**config.mk**
```make
export PLATFORM = sky130hd
export DESIGN_NAME = alu_unit
export DESIGN_NICKNAME = d
export VERILOG_FILES = /design/src/verilog/datapath_pkg.sv /design/src/verilog/isa_pkg.sv /design/src/verilog/alu_unit.sv /design/src/verilog/exec_stage.sv /design/src/verilog/alu.sv /design/src/verilog/shifter.sv /design/src/verilog/adder_multifunc.sv
export VERILOG_INCLUDE_DIRS = /design/src /design/src/verilog
export SDC_FILE = /design/constraint.sdc
export NUM_CORES = 1
export LEC_CHECK = 0
export BUFFER_PORTS_ARGS = -buffer_cell sky130_fd_sc_hd__buf_4
export CORE_AREA = 2 2 174 142
export DETAILED_ROUTE_END_ITERATION = 8
export DIE_AREA = 0 0 176 144
export PLACE_DENSITY_LB_ADDON = 0.25
export SETUP_SLACK_MARGIN = 0.1
export SLEW_MARGIN = 10
export SYNTH_ARGS = -nofsm -noshare
export SYNTH_HDL_FRONTEND = slang
export SYNTH_HIERARCHICAL = 1
export SYNTH_SLANG_ARGS = --single-unit
export TNS_END_PERCENT = 50
```
**constraint.sdc**
```tcl
create_clock -name clk -period 10.8 [get_ports clk]
set_input_delay 2.7 -clock clk [delete_from_list [all_inputs] [get_ports clk]]
set_output_delay 2.7 -clock clk [all_outputs]
set_load 0.005 [all_outputs]
```
**src/verilog/alu_macros.svh**
```systemverilog
// ALU width constants shared by the datapath blocks and the testbench
`ifndef ALU_MACROS_SVH
`define ALU_MACROS_SVH

// Data word carried by the register operands and the result
`define ALU_WORD_W 16

// Byte lane for LLB, LHB and RED
`define ALU_BYTE_W 8

// One PADDSB lane
`define ALU_NIBBLE_W 4

// Shift amount comes from the low bits of rt
`define ALU_SHAMT_W 4

// Result for opcodes C to F
`define ALU_BAD_RESULT 16'hDEAD

`endif
```
**src/verilog/datapath_pkg.sv**
```systemverilog
// Datapath control encodings for the multifunction adder and the shifter
`default_nettype none

package datapath_pkg;

    typedef enum logic [1:0] {
        ADD_SAT     = 2'b00,  // ADD, LW, SW
        SUB_SAT     = 2'b01,
        PADD_NIBBLE = 2'b10,
        RED_BYTE    = 2'b11
    } adder_mode_t;

    // Fourth code is unused
    typedef enum logic [1:0] {
        SH_SLL = 2'b00,  // Zero fill
        SH_SRA = 2'b01,  // Sign fill
        SH_ROR = 2'b10   // Wrap-around fill
    } shift_mode_t;

endpackage

`default_nettype wire

```
**src/verilog/isa_pkg.sv**
```systemverilog
// Instruction set definitions: opcode encoding and flag bit positions
`default_nettype none

package isa_pkg;

    typedef enum logic [3:0] {
        OP_ADD    = 4'h0,  // Saturating add
        OP_SUB    = 4'h1,  // Saturating rs - rt
        OP_XOR    = 4'h2,
        OP_RED    = 4'h3,  // Byte reduction
        OP_SLL    = 4'h4,
        OP_SRA    = 4'h5,
        OP_ROR    = 4'h6,
        OP_PADDSB = 4'h7,  // Nibble-wise saturating add
        OP_LW     = 4'h8,  // Address add
        OP_SW     = 4'h9,  // Address add
        OP_LLB    = 4'hA,  // Load low byte
        OP_LHB    = 4'hB   // Load high byte
    } alu_op_t;

    // Bit positions inside every 3-bit flag vector
    localparam int FLAG_N = 2;
    localparam int FLAG_V = 1;
    localparam int FLAG_Z = 0;

endpackage

`default_nettype wire

```
**src/verilog/alu_unit.sv**
```systemverilog
// Execute block top: combinational ALU followed by the execute stage register
`timescale 1ns/1ps
`default_nettype none
`include "alu_macros.svh"

module alu_unit import isa_pkg::*; (
    input  logic                   clk,
    input  logic                   rst,
    input  logic                   in_valid,
    input  alu_op_t                op,
    input  logic [`ALU_WORD_W-1:0] rs,
    input  logic [`ALU_WORD_W-1:0] rt,
    output logic [`ALU_WORD_W-1:0] rd,
    output logic                   out_valid,
    output logic [2:0]             flags
);

    logic [`ALU_WORD_W-1:0] alu_result;
    logic [2:0]             alu_flags;    // Flag values, zero where undefined
    logic [2:0]             alu_flag_we;  // Flags this opcode writes

    alu u_alu (
        .op      (op),
        .rs      (rs),
        .rt      (rt),
        .rd      (alu_result),
        .flags   (alu_flags),
        .flag_we (alu_flag_we)
    );

    exec_stage u_exec (
        .clk       (clk),
        .rst       (rst),
        .in_valid  (in_valid),
        .result    (alu_result),
        .flags_in  (alu_flags),
        .flag_we   (alu_flag_we),
        .rd        (rd),
        .out_valid (out_valid),
        .flags     (flags)
    );

endmodule

`default_nettype wire

```
**src/verilog/exec_stage.sv**
```systemverilog
// Execute stage register: result with valid pulse and the N, V, Z flag register
`timescale 1ns/1ps
`default_nettype none
`include "alu_macros.svh"

module exec_stage import isa_pkg::*; (
    input  logic                   clk,
    input  logic                   rst,
    input  logic                   in_valid,
    input  logic [`ALU_WORD_W-1:0] result,
    input  logic [2:0]             flags_in,
    input  logic [2:0]             flag_we,
    output logic [`ALU_WORD_W-1:0] rd,
    output logic                   out_valid,
    output logic [2:0]             flags
);

    always_ff @(posedge clk) begin
        if (rst) begin
            rd        <= '0;
            out_valid <= 1'b0;
            flags     <= 3'b000;
        end else begin
            out_valid <= in_valid;  // One pulse per strobe
            if (in_valid) begin
                rd <= result;  // Holds between strobes
            end
            // Each flag written only by the opcodes that define it
            if (in_valid && flag_we[FLAG_N]) begin
                flags[FLAG_N] <= flags_in[FLAG_N];
            end
            if (in_valid && flag_we[FLAG_V]) begin
                flags[FLAG_V] <= flags_in[FLAG_V];
            end
            if (in_valid && flag_we[FLAG_Z]) begin
                flags[FLAG_Z] <= flags_in[FLAG_Z];
            end
        end
    end

endmodule

`default_nettype wire

```
**src/verilog/alu.sv**
```systemverilog
// 16-bit ALU: opcode decode, functional units, result and flag selection
`timescale 1ns/1ps
`default_nettype none
`include "alu_macros.svh"

module alu import isa_pkg::*, datapath_pkg::*; (
    input  alu_op_t                op,
    input  logic [`ALU_WORD_W-1:0] rs,
    input  logic [`ALU_WORD_W-1:0] rt,
    output logic [`ALU_WORD_W-1:0] rd,
    output logic [2:0]             flags,
    output logic [2:0]             flag_we
);
    localparam int W  = `ALU_WORD_W;
    localparam int BW = `ALU_BYTE_W;

    adder_mode_t  adder_mode;
    shift_mode_t  shift_mode;
    logic [W-1:0] adder_out;
    logic         ovfl;
    logic [W-1:0] shift_out;
    logic [W-1:0] xor_out;
    logic [W-1:0] llb_out;
    logic [W-1:0] lhb_out;
    logic         rd_zero;

    adder_multifunc u_adder (
        .a    (rs),
        .b    (rt),
        .mode (adder_mode),
        .s    (adder_out),
        .ovfl (ovfl)
    );

    shifter u_shifter (
        .shift_in  (rs),
        .shamt     (rt[`ALU_SHAMT_W-1:0]),
        .mode      (shift_mode),
        .shift_out (shift_out)
    );

    assign xor_out = rs ^ rt;
    assign llb_out = {rs[W-1:BW], rt[BW-1:0]};  // Replace low byte
    assign lhb_out = {rt[BW-1:0], rs[BW-1:0]};  // Replace high byte

    always_comb begin
        case (op)
            OP_SUB:    adder_mode = SUB_SAT;
            OP_RED:    adder_mode = RED_BYTE;
            OP_PADDSB: adder_mode = PADD_NIBBLE;
            default:   adder_mode = ADD_SAT;  // ADD, LW, SW
        endcase
    end

    always_comb begin
        case (op)
            OP_SRA:  shift_mode = SH_SRA;
            OP_ROR:  shift_mode = SH_ROR;
            default: shift_mode = SH_SLL;
        endcase
    end

    always_comb begin
        case (op)
            OP_ADD, OP_SUB, OP_RED, OP_PADDSB, OP_LW, OP_SW: rd = adder_out;
            OP_XOR:                                          rd = xor_out;
            OP_SLL, OP_SRA, OP_ROR:                          rd = shift_out;
            OP_LLB:                                          rd = llb_out;
            OP_LHB:                                          rd = lhb_out;
            default:                                         rd = `ALU_BAD_RESULT;
        endcase
    end

    assign rd_zero = (rd == '0);

    // Undefined flags read as zero and are never written
    always_comb begin
        flags   = 3'b000;
        flag_we = 3'b000;
        case (op)
            OP_ADD, OP_SUB: begin
                flags[FLAG_N]   = rd[W-1];
                flags[FLAG_V]   = ovfl;
                flags[FLAG_Z]   = rd_zero;
                flag_we         = 3'b111;
            end
            OP_XOR, OP_SLL, OP_SRA, OP_ROR: begin
                flags[FLAG_Z]   = rd_zero;
                flag_we[FLAG_Z] = 1'b1;  // N and V hold
            end
            default: begin
                flags   = 3'b000;
                flag_we = 3'b000;
            end
        endcase
    end

endmodule

`default_nettype wire

```
**src/verilog/shifter.sv**
```systemverilog
// Logarithmic barrel shifter for SLL, SRA and ROR by 0 to 15 places
`timescale 1ns/1ps
`default_nettype none
`include "alu_macros.svh"

module shifter import datapath_pkg::*; (
    input  logic [`ALU_WORD_W-1:0]  shift_in,
    input  logic [`ALU_SHAMT_W-1:0] shamt,
    input  shift_mode_t             mode,
    output logic [`ALU_WORD_W-1:0]  shift_out
);
    localparam int W = `ALU_WORD_W;

    // stage[i] is the word after the first i stages
    logic [`ALU_SHAMT_W:0][W-1:0] stage;

    assign stage[0] = shift_in;

    // Stage i moves the word by 2**i when shamt bit i is set
    for (genvar i = 0; i < `ALU_SHAMT_W; i++) begin : g_stage
        localparam int SH = 1 << i;

        logic [W-1:0] shifted;

        always_comb begin
            case (mode)
                SH_SLL:  shifted = {stage[i][W-1-SH:0], {SH{1'b0}}};        // Zero fill
                SH_SRA:  shifted = {{SH{stage[i][W-1]}}, stage[i][W-1:SH]}; // Sign fill
                SH_ROR:  shifted = {stage[i][SH-1:0], stage[i][W-1:SH]};    // Wrapped bits
                default: shifted = stage[i];
            endcase
        end

        assign stage[i+1] = shamt[i] ? shifted : stage[i];
    end

    assign shift_out = stage[`ALU_SHAMT_W];

endmodule

`default_nettype wire

```
**src/verilog/adder_multifunc.sv**
```systemverilog
// Multifunction adder: saturating add/sub, nibble-wise saturating add, byte reduction
`timescale 1ns/1ps
`default_nettype none
`include "alu_macros.svh"

module adder_multifunc import datapath_pkg::*; (
    input  logic [`ALU_WORD_W-1:0] a,
    input  logic [`ALU_WORD_W-1:0] b,
    input  adder_mode_t            mode,
    output logic [`ALU_WORD_W-1:0] s,
    output logic                   ovfl
);
    localparam int W     = `ALU_WORD_W;
    localparam int BW    = `ALU_BYTE_W;
    localparam int NW    = `ALU_NIBBLE_W;
    localparam int LANES = W / NW;

    logic         sub;
    logic [W-1:0] b_eff;
    logic [W-1:0] sum;
    logic         sum_ovfl;
    logic [W-1:0] sat_sum;
    logic [W-1:0] padd_sum;
    logic [BW:0]  red_hi;
    logic [BW:0]  red_lo;
    logic [BW+1:0] red_total;
    logic [W-1:0] red_sum;

    // Shared carry chain, subtract as a + ~b + 1
    assign sub   = (mode == SUB_SAT);
    assign b_eff = sub ? ~b : b;
    assign sum   = a + b_eff + {{(W-1){1'b0}}, sub};

    // Operands agree in sign but the sum does not
    assign sum_ovfl = (a[W-1] == b_eff[W-1]) && (sum[W-1] != a[W-1]);

    always_comb begin
        if (!sum_ovfl) begin
            sat_sum = sum;
        end else if (a[W-1]) begin
            sat_sum = {1'b1, {(W-1){1'b0}}};  // Clamp to 8000
        end else begin
            sat_sum = {1'b0, {(W-1){1'b1}}};  // Clamp to 7FFF
        end
    end

    // Independent signed 4-bit lanes, no carry between them
    for (genvar i = 0; i < LANES; i++) begin : g_lane
        logic [NW-1:0] na;
        logic [NW-1:0] nb;
        logic [NW-1:0] ns;
        logic          lane_ovfl;

        assign na        = a[i*NW +: NW];
        assign nb        = b[i*NW +: NW];
        assign ns        = na + nb;
        assign lane_ovfl = (na[NW-1] == nb[NW-1]) && (ns[NW-1] != na[NW-1]);

        assign padd_sum[i*NW +: NW] = !lane_ovfl ? ns :
                                      na[NW-1]   ? {1'b1, {(NW-1){1'b0}}} :
                                                   {1'b0, {(NW-1){1'b1}}};
    end

    // Byte pair sums, each sign-extended by one bit
    assign red_hi = {a[W-1], a[W-1 -: BW]} + {b[W-1], b[W-1 -: BW]};
    assign red_lo = {a[BW-1], a[BW-1:0]} + {b[BW-1], b[BW-1:0]};

    assign red_total = {red_hi[BW], red_hi} + {red_lo[BW], red_lo};
    assign red_sum   = {{(W-BW-2){red_total[BW+1]}}, red_total};

    always_comb begin
        case (mode)
            ADD_SAT:     s = sat_sum;
            SUB_SAT:     s = sat_sum;
            PADD_NIBBLE: s = padd_sum;
            RED_BYTE:    s = red_sum;
            default:     s = sat_sum;
        endcase
    end

    // Only the word add and subtract report overflow
    assign ovfl = sum_ovfl && ((mode == ADD_SAT) || (mode == SUB_SAT));

endmodule

`default_nettype wire

```
# Yosys cells after proc, flatten, opt, wreduce, memory -nomap -nowiden
# Cells that the tools add are included.
word_totals:
  register_bits: 20
  output_inout_bits: 20
  word_cells: 88
op_classes:
  addsub: 9
  n_eq_ne: 26
  n_mux: 27
  n_bitwise: 2
  reduce_logical: 19
ops:
  columns: ["operator", "count"]
  rows:
  - ["case mux 16 bit (3 select lines)", 5]
  - ["two-way mux 16 bit", 7]
  - ["case mux 16 bit (5 select lines)", 1]
  - ["two-way mux 4 bit", 8]
  - ["adder 8 x 8 -> 9 bit", 2]
  - ["adder 16 x 1 -> 16 bit", 1]
  - ["adder 16 bit", 1]
  - ["adder 4 bit", 4]
  - ["equality test 4 x 3 -> 1 bit (second input constant)", 4]
  - ["equality test 4 bit (second input constant)", 4]
  - ["zero test 16 bit", 1]
  - ["inverter 16 bit", 1]
  - ["bitwise XOR 16 bit", 1]
  - ["OR reduction 6 bit", 2]
  - ["adder 9 x 9 -> 10 bit", 1]
  - ["logical AND 1 bit", 9]
  - ["equality test 4 x 2 -> 1 bit (second input constant)", 2]
  - ["equality test 2 bit (second input constant)", 3]
  - ["case mux 2 bit (3 select lines)", 1]
  - ["equality test 1 bit", 5]
  - ["inequality test 1 bit", 5]
  - ["equality test 2 x 1 -> 1 bit (second input constant)", 2]
  - ["equality test 4 x 1 -> 1 bit (second input constant)", 1]
  - ["zero test 2 bit", 2]
  - ["7 further kinds", 10]

# Depth between registers and ports, before layout
logic_depth:
  depth_word: 14
  depth_mapped: 26

# By module
# The synthesis kept the hierarchy.
by_module_without_submodules:
  columns: ["module", "n_inst", "cells_per_inst", "area_per_inst_um2", "seq_area_each_um2"]
  rows:
  - ["adder_multifunc", 1, 344, 2642.5, 0.0]
  - ["shifter", 1, 399, 2573.7, 0.0]
  - ["alu", 1, 152, 1053.5, 0.0]
  - ["exec_stage", 1, 67, 745.7, 400.4]

# Least setup slack after synthesis
# No wires, ideal clock.
synth_timing:
  kind: "input to register"
  from: "in op[3]"
  to: "reg u_exec.flags[0]"
  setup_time_ns: 0.071
  t_arrival_ns: 8.017
  required_ns: 10.729
  slack_ns: 2.712
  stages: 23
  n_path_buf: 7
  path_cell_list: "buf_6 -> buf_6 -> buf_2 -> nor2_1 -> clkbuf_1 -> nand2b_1 -> clkbuf_1 -> buf_1 -> xnor2_1 -> ha_1 -> a21oi_2 -> nor2_1 -> or4_4 -> or4_4 -> and3_4 -> buf_6 -> a221o_1 -> o311ai_0 -> nand2_1 -> or4_1 -> nor4_2 -> nand3_1 -> a21oi_1"
synth_via:
  word_cells_on_any_way: 46
  cone_classes: "add/sub (2); eq/ne (18); mux (16); reduce/logical (10)"
synth_lines:
  columns: ["element", "line_no", "source"]
  rows:
  - ["start, declared", "alu_unit.sv:10", "input alu_op_t op,"]
  - ["equality test 4 x 3 -> 1 bit, or another cell as far along", "alu.sv:47", "case (op)"]
  - ["case mux 2 bit (3 select lines) (*)", "alu.sv:47", null]
  - ["net u_alu.adder_mode[1]", "alu.sv:17", "adder_mode_t adder_mode;"]
  - ["equality test 2 x 1 -> 1 bit", "adder_multifunc.sv:30, adder_multifunc.sv:72", null]
  - ["two-way mux 16 bit", "adder_multifunc.sv:31", "assign b_eff = sub ? ~b : b;"]
  - ["adder 16 bit", "adder_multifunc.sv:32", "assign sum = a + b_eff + {{(W-1){1'b0}}, sub};"]
  - ["adder 16 x 1 -> 16 bit", "adder_multifunc.sv:32", null]
  - ["inequality test 1 bit", "adder_multifunc.sv:35", "assign sum_ovfl = (a[W-1] == b_eff[W-1]) && (sum[W-1] != a[W-1]);"]
  - ["logical AND 1 bit", "adder_multifunc.sv:35", null]
  - ["two-way mux 16 bit", "adder_multifunc.sv:38", "if (!sum_ovfl) begin"]
  - ["case mux 16 bit (3 select lines) (*)", "adder_multifunc.sv:72", "case (mode)"]
  - ["net u_alu.adder_out[9]", "alu.sv:19", "logic [W-1:0] adder_out;"]
  - ["case mux 16 bit (5 select lines) (*)", "alu.sv:64", "case (op)"]
  - ["net alu_result[9]", "alu_unit.sv:18", "logic [`ALU_WORD_W-1:0] alu_result;"]
  - ["zero test 16 bit (*)", "alu.sv:74", "assign rd_zero = (rd == '0);"]
  - ["two-way mux 1 bit (*)", "alu.sv:80", "case (op)"]
  - ["net alu_flags[0]", "alu_unit.sv:19", "logic [2:0] alu_flags;"]
  - ["end signal, assigned by index", "exec_stage.sv:30", "flags[FLAG_N] <= flags_in[FLAG_N];"]
  - ["end signal, assigned by index", "exec_stage.sv:33", "flags[FLAG_V] <= flags_in[FLAG_V];"]
  - ["end signal, assigned by index", "exec_stage.sv:36", "flags[FLAG_Z] <= flags_in[FLAG_Z];"]
  - ["end, declared", "exec_stage.sv:15", "output logic [2:0] flags"]
# The timed path passes the listed nets; every way through them passes the cells marked *.
# A chain may end at the register's enable or synchronous reset.

# Final worst setup path
layout_timing:
  from: "in op[0]"
  to: "reg u_exec.flags[0]"
# The elaborated chain is that of the path after synthesis.

==> flow_summary.ini <==
[run_status]
run_status = complete, no violations

[setup_path]
path_class = in2reg
required_ns = 10.97
crit_family = simple AND/OR/NAND/NOR gates
endpoint = u_exec/flags[0]$_SDFFE_PP0P_
arrival_ns = 8.96
critPathCaptureType = flip-flop
path_cells = buf_4, nand2_1, nor2_1, nand2b_1, xnor2_1, ha_1, nand4_1, nor4_1, or4_4, o31ai_2, o21ai_1, a211o_2, mux2_2, o21ai_0, nand2_1, or4_1, nor4_2, nand3_1, a21oi_1
crit_fanout = 25
worstSetupStartpoint = op[0]
r2r_end = u_exec/flags[0]$_SDFFE_PP0P_
crit_top_cell = nand2_1
cp_slowest_stage_delay_ns = 0.85
timing.rr.start = u_exec/flags[0]$_SDFFE_PP0P_
worstSetupPathDepth = 19
startpoint_type = primary input
cp.buffers_inverters = 1
r2r_cells = 2
cp_slowest_cell = nand2b_1
rrSetupSlack_ns = 10.02

[layout]
final_common_cell = nor2_1
final.fill_count = 2615
layout_common_cells = nor2_1 (74), nand2_1 (71), a21oi_1 (71), buf_4 (63), o21ai_0 (63)
multi_input_area_um2 = 5980
area_growth_pct = 7.65
finalNetCount = 1058
ff_latch_area_um2 = 400
drive_gt1_share_pct = 11.9
antenna_cells = 0

[synthesis]
ys_warn_count = 6
synth_nets = 1058
avgSynthCellArea_um2 = 7.29
synth_top_cell_area_share_pct = 6.28
ys_seq_area_share_pct = 5.71
ys_seq_elements = 20
async_flop_share_pct = 0
ys.flop_type = dfxtp_1
synthTopCellsByArea = fa_1 (6.3%), ha_1 (6.2%), dfxtp_1 (5.7%)
yosysTopAreaCell = fa_1
ys_types = 99
synth-edff-count = 0
postSynthCellCount = 962
synthesis.area_um2 = 7020

[sta]
fin_setup_tns_ns = 0
postLayoutSetupSlackWorst_ns = 2.01
setup_viol = 0
finalHoldViolCount = 0
fin_worst_skew_ns = 0
slew-limit-headroom_pct = 13.2
drv_slew = 0
fmax_ghz = 0.114
worst_pin_slew_ns = 1.30
whs_ns = 0.499
fin_crit_sh_pct = 81.4
fin_crit_ns = 8.79
rsz0062_at_grt = no

[drt]
wl_met3_um = 3250
via_count = 7935
drt_iter0_drc = 1031
highest_layer = met4
drt_first_pass_iters = 5
drc = 0
ant_nets = 0
wl_per_cell_um = 23.1
wirelength_um = 29500
vias_per_cell = 6.20
wl_met1_um = 13000
wl_met2_um = 12400

[pwr]
power.switching_mw = 0.324
p_seq_share_pct = 13.0
intPower_mw = 0.320
ir_drop_mv = 0.0518
leakagePower_nw = 2.95
clkPwrFrac_pct = 12.9
power.density_nw_per_um2 = 85.2
sw_frac_of_total_pct = 50.3
p_comb_share_pct = 74.2

[global_route]
antenna_found_initial = 1
grt_pass1_wl_um = 43800
grt_max_degree = 71
grt_overflow = 0
track_usage_pct = 22.4
grt_pass1_vias = 7069

[cts]
cts_hold_buf = 0
cts_resized = 0
clk_latency_ns = 0.25
cts.sinks = 20
clock_path_buffers = 2
cts_tree = yes
cts_buffers = 3
clk_pin_slew_worst_paths_ns = 0.05
cts_root_buf = clkbuf_16
h-tree-depth = 1
postCtsSetupBuffers = 0

[floorplan]
die_h_um = 144
rows = 51
ioPinCount = 59
die_w_um = 176
dieArea_um2 = 25300
core_um2 = 23800
initial_core_util_pct = 29.5

[place]
place_ws_ns = 1.89
dp_hpwl_um = 21300
portBuffers = 58
gp_congestion = 0.989

[job]
drv_cap = 0

[worst_hold_path]
hold_class = reg2reg
[worst min-delay path by stage]
| stage | start | to | slack (ns) | cells past startpoint |
|---|---|---|---|---|
| after floorplan | u_exec/rd[0]$_SDFFE_PP0P_ | u_exec/rd[0]$_SDFFE_PP0P_ | 0.48 | 2 |
| after global placement | u_exec/rd[6]$_SDFFE_PP0P_ | u_exec/rd[6]$_SDFFE_PP0P_ | 0.48 | 2 |
| after detailed placement | u_exec/rd[4]$_SDFFE_PP0P_ | u_exec/rd[4]$_SDFFE_PP0P_ | 0.49 | 2 |
| after CTS | u_exec/rd[4]$_SDFFE_PP0P_ | u_exec/rd[4]$_SDFFE_PP0P_ | 0.50 | 2 |
| after global routing | u_exec/rd[15]$_SDFFE_PP0P_ | u_exec/rd[15]$_SDFFE_PP0P_ | 0.53 | 2 |
| final | u_exec/rd[7]$_SDFFE_PP0P_ | u_exec/rd[7]$_SDFFE_PP0P_ | 0.50 | 2 |
[registers in the layout, indices dropped and copies added (netlist names)]
signal            count
u_exec/flags          3
u_exec/out_valid      1
u_exec/rd            16
[metrics by stage]
stage / utilization, % / instances / power [mW] / area [um2]
global placement: 31.4 / 1275 / 0.552 / 7460
detailed placement: 31.4 / 1275 / 0.548 / 7460
finish: 31.7 / 1279 / 0.644 / 7550
global route: 31.7 / 1279 / 0.687 / 7550
floorplan: - / 962 / 0.408 / 7020
CTS: 31.7 / 1279 / 0.633 / 7550
[worst reg2reg max path: cells and delay by family, from the launching register on]
kind            cells  cell delay (ns)
compound gates      2             0.38
flops               1             0.33
[final cells by class]
type	count	area share, %
Timing Repair Buffer	63	6.26
Multi-Input combinational cell	817	79.2
Tap cell	318	5.27
Clock buffer	4	1.18
Sequential cell	20	5.30
Inverter	57	2.83
[per-layer routing]
layer | vias up | track usage, %
met5 | - | 0.992
met4 | 0 | 6.18
met3 | 62 | 4.97
met2 | 481 | 33.9
met1 | 3764 | 31.9
li1 | 3628 | -
[synthesized netlist by cell type (all sizes together) (17+ instances only)]
library cell	number
buf	45
a21oi	73
mux2i	35
inv	56
fa	22
dfxtp	20
nor2	74
xor2	18
nand3	30
a21o	17
nor3	19
xnor2	32
clkbuf	23
a211oi	23
o22ai	22
nand2	71
o21ai	65
nand2b	30
o211ai	20
ha	35
[power groups by stage]
stage          sequential (mW)  clock (mW)  combinational (mW)
6_report                0.0834      0.0829               0.477
4_1_cts                 0.0835      0.0848               0.465
5_1_grt                 0.0841      0.0885               0.515
3_3_place_gp            0.0851           0               0.467
2_1_floorplan           0.0848           0               0.323
3_5_place_dp            0.0850           0               0.463
[kinds of logic after synthesis]
kind of cell	after synthesis	share of synthesized area, %
AOI/OAI and AO/OA	355	36.1
and+or+nand+nor	309	23.1
buffers and inverters	125	9.29
adders and majority gates	58	12.7
xor gates and xnor gates	50	6.24
muxes	45	6.92
DFF	20	5.71
No activity file was read; power rests on OpenSTA's default activity.
